--- src/design/cf_pkg.sv ---
// sample and score types for the change scorer
// scorer tuning constants, fifo depth and counter width
package cf_pkg;

	// user value pulled from the trigger frame
	typedef logic [31:0] sample_t;

	// smoothed absolute deviation
	typedef logic [31:0] score_t;

	// mean correction is shifted right by this much
	// acts as the forgetting factor
	localparam int FORGET_SHIFT = 4;

	// smoothing window
	localparam int SMOOTH_LEN   = 4;
	localparam int SMOOTH_SHIFT = 2;

	localparam int FIFO_DEPTH = 16;

	// top bit is the sticky overflow flag
	localparam int CNT_W = 32;

endpackage

--- src/design/pkt_fields_pkg.sv ---
// stream widths for the 256-bit frame path
// header field bit positions within beats 0 and 1
// trigger match constants and beat counter width
package pkt_fields_pkg;

	// axi-stream widths
	localparam int AXIS_DATA_W = 256;
	localparam int AXIS_KEEP_W = AXIS_DATA_W / 8;
	localparam int AXIS_USER_W = 128;

	// beat 0, ethernet and ipv4 headers
	localparam int ETH_TYPE_POS = 96;
	localparam int IP_PROTO_POS = 184;

	// beat 1, udp header and payload
	localparam int UDP_DST_PORT_POS = 32;
	localparam int USER_DATA_POS    = 80;
	localparam int USER_DATA_W      = 32;

	// ethertype shows up byte-swapped on the bus
	localparam logic [15:0] IP_TYPE       = 16'h0008;
	localparam logic [7:0]  UDP_PROTO     = 8'h11;
	localparam logic [15:0] UDP_PORT_TRIG = 16'd12345;

	// frames longer than the counter range just saturate
	localparam int BEAT_CNT_W = 8;

endpackage

--- src/design/change_scorer.sv ---
// two-stage change scorer fed from the sample fifo
// stage one takes the absolute deviation from a forgetting running mean
// stage two averages the last four deviations
`timescale 1ns/1ps

module change_scorer
	import cf_pkg::*;
(
	input  logic    axis_aclk,
	input  logic    cf_rstn,
	input  logic    fifo_empty_i,
	input  sample_t fifo_data_i,
	output logic    fifo_rd_o,
	output score_t  score_o,
	output logic    score_valid_o
);

	// load doubles as the idle state
	typedef enum logic [1:0] {
		ST_LOAD,
		ST_DEVIATE,
		ST_SMOOTH
	} state_t;

	state_t                                state_q;
	sample_t                               sample_q;
	sample_t                               mean_q;
	logic signed [32:0]                    diff;
	logic signed [32:0]                    diff_abs;
	logic signed [32:0]                    mean_next;
	score_t                                dev_q;
	// previous deviations, newest first
	score_t                                hist_q [SMOOTH_LEN-1];
	logic [$bits(score_t)+SMOOTH_SHIFT-1:0] win_sum;

	// pop whenever waiting in load and something is queued
	assign fifo_rd_o = (state_q == ST_LOAD) & ~fifo_empty_i;

	assign diff      = signed'({1'b0, sample_q}) - signed'({1'b0, mean_q});
	assign diff_abs  = diff[32] ? -diff : diff;
	assign mean_next = signed'({1'b0, mean_q}) + (diff >>> FORGET_SHIFT);

	// window is the current deviation plus the history
	always_comb begin
		win_sum = {{SMOOTH_SHIFT{1'b0}}, dev_q};
		for (int i = 0; i < SMOOTH_LEN-1; i++) begin
			win_sum = win_sum + {{SMOOTH_SHIFT{1'b0}}, hist_q[i]};
		end
	end

	always_ff @(posedge axis_aclk) begin
		if (!cf_rstn) begin
			state_q       <= ST_LOAD;
			mean_q        <= '0;
			score_valid_o <= 1'b0;
			for (int i = 0; i < SMOOTH_LEN-1; i++) begin
				hist_q[i] <= '0;
			end
		end else begin
			score_valid_o <= 1'b0;
			case (state_q)
				ST_LOAD: begin
					if (!fifo_empty_i)
						state_q <= ST_DEVIATE;
				end
				ST_DEVIATE: begin
					// truncation keeps the mean in sample range
					mean_q  <= mean_next[31:0];
					state_q <= ST_SMOOTH;
				end
				default: begin
					hist_q[0] <= dev_q;
					for (int i = 1; i < SMOOTH_LEN-1; i++) begin
						hist_q[i] <= hist_q[i-1];
					end
					score_valid_o <= 1'b1;
					state_q       <= ST_LOAD;
				end
			endcase
		end
	end

	// datapath registers
	always_ff @(posedge axis_aclk) begin
		if (fifo_rd_o)
			sample_q <= fifo_data_i;
		if (state_q == ST_DEVIATE)
			dev_q <= diff_abs[31:0];
		if (state_q == ST_SMOOTH)
			score_o <= win_sum[$bits(score_t)+SMOOTH_SHIFT-1:SMOOTH_SHIFT];
	end

endmodule

--- src/design/sample_fifo.sv ---
// synchronous sample fifo
// circular buffer with occupancy count, full and empty flags
`timescale 1ns/1ps

module sample_fifo
	import cf_pkg::*;
#(
	parameter int DEPTH = FIFO_DEPTH
) (
	input  logic    axis_aclk,
	input  logic    cf_rstn,
	input  logic    wr_en_i,
	input  sample_t wr_data_i,
	input  logic    rd_en_i,
	output sample_t rd_data_o,
	output logic    empty_o,
	output logic    full_o
);

	sample_t                  mem [DEPTH];
	logic [$clog2(DEPTH)-1:0] wr_ptr_q;
	logic [$clog2(DEPTH)-1:0] rd_ptr_q;
	logic [$clog2(DEPTH):0]   count_q;
	logic                     do_wr;
	logic                     do_rd;

	assign empty_o = count_q == '0;
	assign full_o  = count_q == ($clog2(DEPTH)+1)'(DEPTH);

	// writes into a full queue and reads from an empty one are dropped
	assign do_wr = wr_en_i & ~full_o;
	assign do_rd = rd_en_i & ~empty_o;

	// head entry is always visible
	assign rd_data_o = mem[rd_ptr_q];

	always_ff @(posedge axis_aclk) begin
		if (do_wr) begin
			mem[wr_ptr_q] <= wr_data_i;
		end
	end

	// pointers wrap on their own since depth is a power of two
	always_ff @(posedge axis_aclk) begin
		if (!cf_rstn) begin
			wr_ptr_q <= '0;
			rd_ptr_q <= '0;
			count_q  <= '0;
		end else begin
			if (do_wr)
				wr_ptr_q <= wr_ptr_q + 1'b1;
			if (do_rd)
				rd_ptr_q <= rd_ptr_q + 1'b1;
			case ({do_wr, do_rd})
				2'b10:   count_q <= count_q + 1'b1;
				2'b01:   count_q <= count_q - 1'b1;
				default: count_q <= count_q;
			endcase
		end
	end

endmodule

--- src/design/stat_counters.sv ---
// frame and score statistics counters
// 31-bit wrapping count with sticky overflow in the top bit
`timescale 1ns/1ps

module stat_counters
	import cf_pkg::*;
(
	input  logic             axis_aclk,
	input  logic             cf_rstn,
	input  logic             frame_done_i,
	input  logic             score_done_i,
	input  logic             clear_counters_i,
	output logic [CNT_W-1:0] frame_count_o,
	output logic [CNT_W-1:0] score_count_o
);

	// next value of one counter, overflow sticks once set
	function automatic logic [CNT_W-1:0] bump(
		input logic [CNT_W-1:0] cnt,
		input logic             inc
	);
		logic [CNT_W-2:0] low;
		logic             wrap;
		low  = cnt[CNT_W-2:0] + (CNT_W-1)'(inc);
		wrap = inc & (&cnt[CNT_W-2:0]);
		return {cnt[CNT_W-1] | wrap, low};
	endfunction

	always_ff @(posedge axis_aclk) begin
		if (!cf_rstn) begin
			frame_count_o <= '0;
			score_count_o <= '0;
		end else if (clear_counters_i) begin
			// clear beats a count landing in the same cycle
			frame_count_o <= '0;
			score_count_o <= '0;
		end else begin
			frame_count_o <= bump(frame_count_o, frame_done_i);
			score_count_o <= bump(score_count_o, score_done_i);
		end
	end

endmodule

--- src/design/udp_trigger_parser.sv ---
// frame parser for udp trigger frames
// checks ethertype and protocol on beat 0, port on beat 1
// emits one registered sample per matching frame
`timescale 1ns/1ps

module udp_trigger_parser
	import pkt_fields_pkg::*;
	import cf_pkg::*;
(
	input  logic                   axis_aclk,
	input  logic                   cf_rstn,
	input  logic [AXIS_DATA_W-1:0] tdata_i,
	input  logic                   tvalid_i,
	input  logic                   tready_i,
	input  logic                   tlast_i,
	output sample_t                sample_o,
	output logic                   sample_valid_o
);

	logic [BEAT_CNT_W-1:0] beat_cnt_q;
	logic                  ip_seen_q;
	logic                  udp_seen_q;
	logic                  xfer;
	logic                  ip_hit;
	logic                  udp_hit;
	logic                  port_hit;
	logic                  beat1;

	assign xfer     = tvalid_i & tready_i;
	assign beat1    = beat_cnt_q == BEAT_CNT_W'(1);
	assign ip_hit   = tdata_i[ETH_TYPE_POS +: 16] == IP_TYPE;
	assign udp_hit  = tdata_i[IP_PROTO_POS +: 8] == UDP_PROTO;
	assign port_hit = tdata_i[UDP_DST_PORT_POS +: 16] == UDP_PORT_TRIG;

	always_ff @(posedge axis_aclk) begin
		if (!cf_rstn) begin
			beat_cnt_q     <= '0;
			ip_seen_q      <= 1'b0;
			udp_seen_q     <= 1'b0;
			sample_valid_o <= 1'b0;
		end else begin
			sample_valid_o <= 1'b0;
			if (xfer) begin
				// header flags only come from the first beat
				if (beat_cnt_q == '0) begin
					ip_seen_q  <= ip_hit;
					udp_seen_q <= udp_hit;
				end
				if (beat1 && ip_seen_q && udp_seen_q && port_hit) begin
					sample_valid_o <= 1'b1;
				end
				// end of frame wins over the flag capture above
				if (tlast_i) begin
					beat_cnt_q <= '0;
					ip_seen_q  <= 1'b0;
					udp_seen_q <= 1'b0;
				end else if (beat_cnt_q != '1) begin
					beat_cnt_q <= beat_cnt_q + 1'b1;
				end
			end
		end
	end

	// user value sits behind the udp header on beat 1
	always_ff @(posedge axis_aclk) begin
		if (xfer && beat1) begin
			sample_o <= tdata_i[USER_DATA_POS +: USER_DATA_W];
		end
	end

endmodule

--- src/design/wombat.sv ---
// top level of the stream monitor
// axi-stream pass-through with udp trigger parser,
// sample fifo, change scorer and statistics counters
`timescale 1ns/1ps

module wombat
	import pkt_fields_pkg::*;
	import cf_pkg::*;
(
	input  logic                   axis_aclk,
	input  logic                   cf_rstn,

	// slave stream
	input  logic [AXIS_DATA_W-1:0] s_axis_tdata_i,
	input  logic [AXIS_KEEP_W-1:0] s_axis_tkeep_i,
	input  logic [AXIS_USER_W-1:0] s_axis_tuser_i,
	input  logic                   s_axis_tvalid_i,
	input  logic                   s_axis_tlast_i,
	output logic                   s_axis_tready_o,

	// master stream
	output logic [AXIS_DATA_W-1:0] m_axis_tdata_o,
	output logic [AXIS_KEEP_W-1:0] m_axis_tkeep_o,
	output logic [AXIS_USER_W-1:0] m_axis_tuser_o,
	output logic                   m_axis_tvalid_o,
	output logic                   m_axis_tlast_o,
	input  logic                   m_axis_tready_i,

	input  logic                   clear_counters_i,
	output score_t                 score_o,
	output logic                   score_valid_o,
	output logic [CNT_W-1:0]       frame_count_o,
	output logic [CNT_W-1:0]       score_count_o
);

	sample_t sample;
	logic    sample_valid;
	sample_t fifo_head;
	logic    fifo_empty;
	logic    fifo_rd;
	logic    frame_done;

	// frames leave untouched
	assign m_axis_tdata_o  = s_axis_tdata_i;
	assign m_axis_tkeep_o  = s_axis_tkeep_i;
	assign m_axis_tuser_o  = s_axis_tuser_i;
	assign m_axis_tvalid_o = s_axis_tvalid_i;
	assign m_axis_tlast_o  = s_axis_tlast_i;
	assign s_axis_tready_o = m_axis_tready_i;

	assign frame_done = s_axis_tvalid_i & m_axis_tready_i & s_axis_tlast_i;

	udp_trigger_parser u_parser (
		.axis_aclk      (axis_aclk),
		.cf_rstn        (cf_rstn),
		.tdata_i        (s_axis_tdata_i),
		.tvalid_i       (s_axis_tvalid_i),
		.tready_i       (m_axis_tready_i),
		.tlast_i        (s_axis_tlast_i),
		.sample_o       (sample),
		.sample_valid_o (sample_valid)
	);

	sample_fifo #(
		.DEPTH (FIFO_DEPTH)
	) u_fifo (
		.axis_aclk (axis_aclk),
		.cf_rstn   (cf_rstn),
		.wr_en_i   (sample_valid),
		.wr_data_i (sample),
		.rd_en_i   (fifo_rd),
		.rd_data_o (fifo_head),
		.empty_o   (fifo_empty),
		.full_o    ()
	);

	change_scorer u_scorer (
		.axis_aclk     (axis_aclk),
		.cf_rstn       (cf_rstn),
		.fifo_empty_i  (fifo_empty),
		.fifo_data_i   (fifo_head),
		.fifo_rd_o     (fifo_rd),
		.score_o       (score_o),
		.score_valid_o (score_valid_o)
	);

	stat_counters u_stats (
		.axis_aclk        (axis_aclk),
		.cf_rstn          (cf_rstn),
		.frame_done_i     (frame_done),
		.score_done_i     (score_valid_o),
		.clear_counters_i (clear_counters_i),
		.frame_count_o    (frame_count_o),
		.score_count_o    (score_count_o)
	);

endmodule

--- config.mk ---
export PLATFORM = sky130hd
export DESIGN_NAME = wombat
export DESIGN_NICKNAME = d
export VERILOG_FILES = /design/src/design/cf_pkg.sv /design/src/design/pkt_fields_pkg.sv /design/src/design/change_scorer.sv /design/src/design/sample_fifo.sv /design/src/design/stat_counters.sv /design/src/design/udp_trigger_parser.sv /design/src/design/wombat.sv
export SDC_FILE = /design/constraint.sdc
export NUM_CORES = 1
export LEC_CHECK = 0
export ABC_AREA = 1
export ABC_CLOCK_PERIOD_IN_PS = 3800
export BUFFER_PORTS_ARGS = -buffer_cell sky130_fd_sc_hd__buf_2
export CAP_MARGIN = 20
export CORE_AREA = 2 2 364 366
export DETAILED_ROUTE_END_ITERATION = 8
export DIE_AREA = 0 0 366 368
export PLACE_DENSITY_LB_ADDON = 0.05
export SLEW_MARGIN = 15
export SYNTH_ARGS = -nofsm -noshare
export SYNTH_HDL_FRONTEND = slang
export SYNTH_SLANG_ARGS = --single-unit
--- constraint.sdc ---
create_clock -name axis_aclk -period 3.8 [get_ports axis_aclk]
set_input_delay 0.19 -clock axis_aclk [delete_from_list [all_inputs] [get_ports axis_aclk]]
set_output_delay 0.19 -clock axis_aclk [all_outputs]
set_load 0.02 [all_outputs]
# After elaboration in Yosys (flattened, before gate mapping)
# Memory sizes are Yosys's and may differ from the RTL's. A register that Yosys moved wholly into a read port is not among the register bits.
# Cells that the tools add are included.
# totals
memories	2
input_bits	422
register_bits	219
ramBits	608
# memory_table
memory	words	word_bits	rd	rd_ports_with_merged_regs	wr	line_no	text
u_fifo.mem	16	32	1	1	1	sample_fifo.sv:20	sample_t mem [DEPTH];
u_scorer.hist_q	3	32	3	0	3	change_scorer.sv:33	score_t hist_q [SMOOTH_LEN-1];
# op_classes
mux	20
n_eq_ne	11
n_addsub	13
n_bitwise	15
n_reduce_logical	17
# op_table
operator	count
$mux 32	4
$add 34x32->34	2
$add 31x1->31	2
$reduce_and 31->1	2
$add 32x32->33	1
$sub 32x32->33	1
$add 32x29->32	1
$neg 32->32	1
$eq 16x14->1 const B	1
$eq 16x4->1 const B	1
$mux 8	2
$mux 1	11
$pmux 5 s2	1
$add 4x1->4 const B	2
$add 8x1->8 const B	1
$eq 8x1->1 const B	1
$eq 8x5->1 const B	1
$logic_not 8->1	1
$ne 8x8->1 const B	1
$and 1x1->1	7
$reduce_and 2->1	3
$reduce_bool 2->1	3
$add 5x1->5 const B	1
$eq 5x5->1 const B	1
other kinds (12)	24

# Longest topological paths before layout
# logic_depth
word_depth	6
ltp_mapped	26
mapped_depth_nobuf	26

# Cells and area by module
# From an unflattened synthesis, not the netlist that was laid out.
# unflattened
hier_cells	4552
area_unflattened_um2	46111.7
# by_module_without_submodules
mod	instances	seq_area_each_um2	area_each_um2	cells_per_inst
sample_fifo	1	15715.1	21593.2	1482
change_scorer	1	6466.2	16278.1	1980
stat_counters	1	1281.2	3328.2	507
wombat	1	0.0	3159.3	422
udp_trigger_parser	1	1181.1	1752.9	161

# Worst setup path after synthesis
# Ideal clock, no wire load.
# synth_path
kind	reg-to-reg
from	memory u_scorer.hist_q[0][0] in the netlist's numbering
to	register u_scorer.score_o[28], data pin
path_stages_with_launch	22
slack_ns	-0.266
t_required_ns	3.538
arrival_time_ns	3.803
setup_time_ns	0.262
cell_sequence	edfxtp_1 -> ha_1 -> inv_1 -> fa_1 -> o21ai_1 -> a21oi_1 -> o21ai_1 -> a21boi_0 -> o21ai_1 -> a21oi_1 -> xor2_1 -> fa_1 -> inv_1 -> ha_1 -> nand2_1 -> nor3_1 -> nand3_1 -> nand3_1 -> nand2_1 -> o211ai_1 -> a21oi_1 -> xor2_1
# synth_rtl
item	line_no	text
start, declared	change_scorer.sv:33	
end signal, assigned	change_scorer.sv:90	score_o <= win_sum[$bits(score_t)+SMOOTH_SHIFT-1:SMOOTH_SHIFT];
end, declared	change_scorer.sv:14	output score_t score_o,

# Final worst setup path
# layout_path
from	register u_scorer.dev_q[0]
to	register u_scorer.score_o[28], data pin
# layout_via
elab_chain_cells	3
# layout_lines
item	line_no	text
start, declared	change_scorer.sv:31	score_t dev_q;
start signal, assigned	change_scorer.sv:88	dev_q <= diff_abs[31:0];
$add 32x32->33	change_scorer.sv:47	win_sum = win_sum + {{SMOOTH_SHIFT{1'b0}}, hist_q[i]};
$add 34x32->34 (2 in a row)	change_scorer.sv:47	
net u_scorer.win_sum[30]	change_scorer.sv:34	logic [$bits(score_t)+SMOOTH_SHIFT-1:0] win_sum;
# The timed path passes the listed nets, and every way through them passes these cells.
# A chain may end at the register's enable or synchronous reset.

==> results.txt <==
----------------------------------------------------
[Cells and area]
  Share of cells above drive strength 1 ... between 20% and 30%
  Most used cells in the layout excluding fill and tap cells ... 736 x sky130_fd_sc_hd__edfxtp_1, 564 x sky130_fd_sc_hd__nor2_1, 549 x sky130_fd_sc_hd__inv_1, 540 x sky130_fd_sc_hd__nand2_1, 425 x sky130_fd_sc_hd__buf_4
  Post-Layout Cell Count ... approximately 6800
  Fill cell total of the finished layout ... ~13000
  Most common library cell in the layout ignoring fill and taps ... sky130_fd_sc_hd__edfxtp_1
  Area delta synth->final ... 19.5%
  NumNets Final ... around 5600

[Synth]
  Dominant cell type by area after synthesis ... sky130_fd_sc_hd__edfxtp_1
  Summed instance area of the synthesized netlist ... around 0.046 sq mm
  Post-synthesis share of cell area spent on full adders, half adders and majority gates ... approximately 5.5%
  Multiplexer fraction of the synthesized cell area ... 0%
  Number of enable flip-flop cells after synthesis ... 736
  Most area-consuming cells after synthesis ... sky130_fd_sc_hd__edfxtp_1 49%, sky130_fd_sc_hd__buf_4 6.9%, sky130_fd_sc_hd__dfxtp_1 5.4%
  Simple-gate share of the synthesized area ... between 10 and 15%
  Net count after synthesis ... between 5000 and 6000
  Post-synth ARST share ... 0%
  Part of the Yosys area used for sequential elements ... around 54%
  Synthesized-area fraction occupied by ao, oa, aoi and oai cells ... a little over a tenth
  Main combinational cell family by area after synthesis ... simple AND/OR/NAND/NOR gates
  Unique masters post-synth ... 50
  Synth Warn # ... 0
  Flip-flop cell with the highest count after synthesis ... sky130_fd_sc_hd__edfxtp_1
  Cells after Synth ... 4700
  Share of the synthesized area in the top cell type ... between 40% and 50%
  Syn Area/Cell ... around 9.7 sq um
  Flop and latch count out of synthesis ... about 860
  Xor/xnor cell area share of the yosys netlist ... 2.34%

[Flow run]
  Max-capacitance violation count ... 0

[Status]
  Run status ... finished with violations
  Violated checks ... negative setup slack

[Global route]
  Global-route wire length before repair ... roughly 230000 um
  Via count of the first global-routing pass ... 32500
  Antenna violations before repair ... 1
  Total global-route track usage ... 22.8%
  Global routing met2 resource utilization ... between 30% and 40%
  Met3 Resource Use GR ... 8.20%
  Busiest grt layer ... met2
  Met1 Use GR ... roughly 28%
  Grt ovf ... 0
  Pin count of the biggest net entering global routing ... 169

[Timing]
  Upper clock frequency limit ... 248 MHz
  Final worst setup slack ... -238 ps
  Clock Skew ... around 55 ps
  Number of failing setup endpoints in the final timing report ... 17
  Fin. Hold Viols ... 0
  Headroom to the max-slew limit ... about 30%
  Unrepaired setup endpoints after global routing ... yes
  Fin. max-slew vios ... 0
  Shortest clock period the worst path allows after layout ... between 4000 and 5000 ps
  Share of the cycle needed by the critical path after routing ... 106%
  Least-Margin Pin Slew ... approximately 1100 ps

[Worst setup path]
  Number of cells traversed by the worst register-to-register path ... 23
  Signal arrival time at the worst endpoint ... 4500 ps
  Worst Setup Path Type ... flip-flop to flip-flop
  Termination of the worst setup path ... u_scorer.score_o[28]
  Setup crit start kind ... flip-flop
  Element type at the critical path end ... flip-flop
  Required time of the critical path ... 4260 ps
  Start point of the critical path ... u_scorer.dev_q[0]
  Flop-to-flop setup slack ... -240 ps
  Highest net fanout along the worst path ... 3
  RR Startpoint ... u_scorer.dev_q[0]
  Crit Reg-Reg Endpoint ... u_scorer.score_o[28]

[Clock tree]
  CTS Buf Count ... between 90 and 100
  Maximum root-to-sink buffer count ... 3
  H-Tree Depth ... 3
  Clk Tree Root Cell ... sky130_fd_sc_hd__clkbuf_16
  Worst-Skew Late Latency ... about 750 ps
  CTS tree ... built
  Number of clock sinks ... approximately 860
  Clk slew on worst S/H paths ... around 60 ps

[Route]
  Number of DRC markers in iteration 0 ... roughly 2000
  Routed vias ... roughly 33000
  1st-pass router iterations ... 5
  Count of unresolved DRC violations after routing ... 0
  Drt total wl ... ~160000 um
  Average wire per standard cell ... 23.2 um
  DRT antenna net count ... 0
  Vias per Instance ... between 4 and 5

[Die]
  Total Die Area ... between 0.1 and 0.15 sq mm
  Core footprint ... around 0.13 sq mm
  I/O Pins ... 938
  Cell Rows ... 133
  Die extent in y ... 368 um
  X dimension of the die ... around 370 um
  Starting density of the core ... between 30% and 40%

[Place]
  Placed Cells ... roughly 6500
  Post-DP HPWL ... ~110000 um
  Number of buffers added on ports ... between 200 and 250
  Last weighted congestion value of the routability-driven placer ... between 0.8 and 0.9

[Pwr]
  Leakage dissipation ... between 20 and 25 nW
  Maximum vdd drop ... roughly 0.42 mV
  Power density over the cells ... a little under 400 mW/mm^2
  Power, Total ... between 0.02 and 0.025 W

[Min path]
  Start point of the worst min-delay path ... s_axis_tvalid_i
  Hold crit path type ... input port to flip-flop

----------------------------------------------------
[sequential cells by signal, indices dropped and copies added (netlist names), 5 cells and up]
register,count
u_fifo.count_q,5
u_fifo.mem,512
u_parser.beat_cnt_q,8
u_parser.sample_o,32
u_scorer.dev_q,32
u_scorer.hist_q,96
u_scorer.mean_q,32
u_scorer.sample_q,32
u_scorer.score_o,32
u_stats.frame_count_o,32
u_stats.score_count_o,32
[critical path, stage by stage (launching register included)]
cell and delay [ps]:
sky130_fd_sc_hd__edfxtp_1 350, sky130_fd_sc_hd__ha_2 200, sky130_fd_sc_hd__inv_2 40, sky130_fd_sc_hd__fa_2 380, sky130_fd_sc_hd__o21ai_4 200, sky130_fd_sc_hd__a21oi_4 110
sky130_fd_sc_hd__o21bai_4 220, sky130_fd_sc_hd__buf_4 150, sky130_fd_sc_hd__buf_6 80, sky130_fd_sc_hd__xnor2_1 70, sky130_fd_sc_hd__fa_1 500, sky130_fd_sc_hd__inv_2 50
sky130_fd_sc_hd__ha_4 260, sky130_fd_sc_hd__nand2_1 80, sky130_fd_sc_hd__inv_2 80, sky130_fd_sc_hd__nand2_4 60, sky130_fd_sc_hd__nor3_4 180, sky130_fd_sc_hd__buf_4 150
sky130_fd_sc_hd__nand3_1 80, sky130_fd_sc_hd__nand3_2 110, sky130_fd_sc_hd__nand2_2 50, sky130_fd_sc_hd__o211ai_1 110, sky130_fd_sc_hd__a21oi_1 120, sky130_fd_sc_hd__xor2_1 150
[cells by family (layout without fill, tap and decap cells)]
| kind of cell | after synthesis | count (layout) |
|---|---|---|
| buffers and inverters | 1150 | 1484 |
| XOR/XNOR | 119 | 119 |
| adder cells (fa/ha/maj) | 180 | 180 |
| flip-flops | 859 | 859 |
| other | 0 | 3 |
| AND/OR/NAND/NOR | 1543 | 1543 |
| AO/OA/AOI/OAI | 849 | 849 |
[timing repair]
action,4_1_cts,5_1_grt
hold endpoints to repair,56,0
hold buffers,44,0
setup endpoints to repair,40,46
setup buffers,8,25
gates resized for setup,153,262
pin swaps,49,79
[per-stage QoR]
step | utilization [%] | hold slack, ps | setup WS (ps) | cell area (sq um) | TNS, ps
CTS | 40.6 | 43.8 | -307 | 53100 | -2210
detailed placement | 37.2 | 380 | -485 | 48700 | -9160
global placement | 37.2 | 378 | -490 | 48700 | -9190
global route | 41.6 | 143 | -486 | 54400 | -6320
finish | 41.6 | 125 | -238 | 54400 | -2140
floorplan | - | 289 | -1.39 | 45600 | -1.39
[layout make-up]
class                           count  area (sq um)  area share [%]
Multi-Input combinational cell   2691         17100            31.5
Sequential cell                   859         24600            45.2
Clock inverter                     48           544            1.00
Timing Repair Buffer              707          5050            9.28
Inverter                          595          2250            4.13
Tap cell                         1755          2200            4.03
Clock buffer                      134          2660            4.89
Antenna cell                        3          7.51          0.0138
[where the power goes]
| part | switching, W | total (W) | internal, W | leakage [nW] |
|---|---|---|---|---|
| logic | 0.000887 | 0.00169 | 0.000801 | 12.3 |
| clock network | 0.00408 | 0.00949 | 0.00541 | 1.55 |
| registers | 0.0000386 | 0.0103 | 0.0102 | 7.74 |
[Yosys cell counts (3+ instances only)]
| master | instances |
|---|---|
| sky130_fd_sc_hd__o21ai_0 | 385 |
| sky130_fd_sc_hd__buf_4 | 419 |
| sky130_fd_sc_hd__xnor2_1 | 38 |
| sky130_fd_sc_hd__a21boi_0 | 4 |
| sky130_fd_sc_hd__a31oi_1 | 11 |
| sky130_fd_sc_hd__nand2_1 | 589 |
| sky130_fd_sc_hd__xor2_2 | 3 |
| sky130_fd_sc_hd__o211ai_1 | 40 |
| sky130_fd_sc_hd__a211oi_1 | 11 |
| sky130_fd_sc_hd__o21bai_1 | 15 |
| sky130_fd_sc_hd__a221oi_1 | 6 |
| sky130_fd_sc_hd__nor4_1 | 21 |
| sky130_fd_sc_hd__nor3b_1 | 6 |
| sky130_fd_sc_hd__nor3_2 | 5 |
| sky130_fd_sc_hd__nor2_4 | 4 |
| sky130_fd_sc_hd__fa_1 | 36 |
| sky130_fd_sc_hd__o21a_1 | 11 |
| sky130_fd_sc_hd__o22ai_1 | 35 |
| sky130_fd_sc_hd__nand2_2 | 32 |
| sky130_fd_sc_hd__xor2_1 | 78 |
| sky130_fd_sc_hd__nor3_1 | 49 |
| sky130_fd_sc_hd__buf_1 | 10 |
| sky130_fd_sc_hd__a21o_1 | 20 |
| sky130_fd_sc_hd__o21ai_1 | 7 |
| sky130_fd_sc_hd__nand3_2 | 14 |
| sky130_fd_sc_hd__clkbuf_1 | 122 |
| sky130_fd_sc_hd__o31ai_1 | 4 |
| sky130_fd_sc_hd__a21oi_1 | 201 |
| sky130_fd_sc_hd__nand3_1 | 139 |
| sky130_fd_sc_hd__buf_2 | 4 |
| sky130_fd_sc_hd__nand4_1 | 43 |
| sky130_fd_sc_hd__inv_1 | 584 |
| sky130_fd_sc_hd__dfxtp_1 | 123 |
| sky130_fd_sc_hd__nor2_2 | 19 |
| sky130_fd_sc_hd__ha_1 | 144 |
| sky130_fd_sc_hd__o221ai_1 | 94 |
| sky130_fd_sc_hd__inv_2 | 9 |
| sky130_fd_sc_hd__and2_1 | 3 |
| sky130_fd_sc_hd__o2111ai_1 | 3 |
| sky130_fd_sc_hd__nor2_1 | 610 |
| sky130_fd_sc_hd__edfxtp_1 | 736 |
[worst min-delay path by stage]
stage                              to  slack [ps]  cells after the start
6_report       u_parser.beat_cnt_q[0]         130                      5
3_5_place_dp      m_axis_tdata_o[154]         380                      0
4_1_cts        u_parser.beat_cnt_q[0]          40                      5
2_1_floorplan    u_parser.sample_o[0]         290                      0
3_3_place_gp     u_parser.sample_o[7]         380                      1
5_1_grt        u_parser.beat_cnt_q[0]         140                      5
[per-layer routing]
| metal | part of all wire, % | routed length (um) |
|---|---|---|
| met5 | 0.29 | 464 |
| met4 | 5.3 | 8370 |
| met3 | 8.2 | 12900 |
| met2 | 45 | 70900 |
| met1 | 41 | 65100 |
Power figures use the tool's default switching activity.
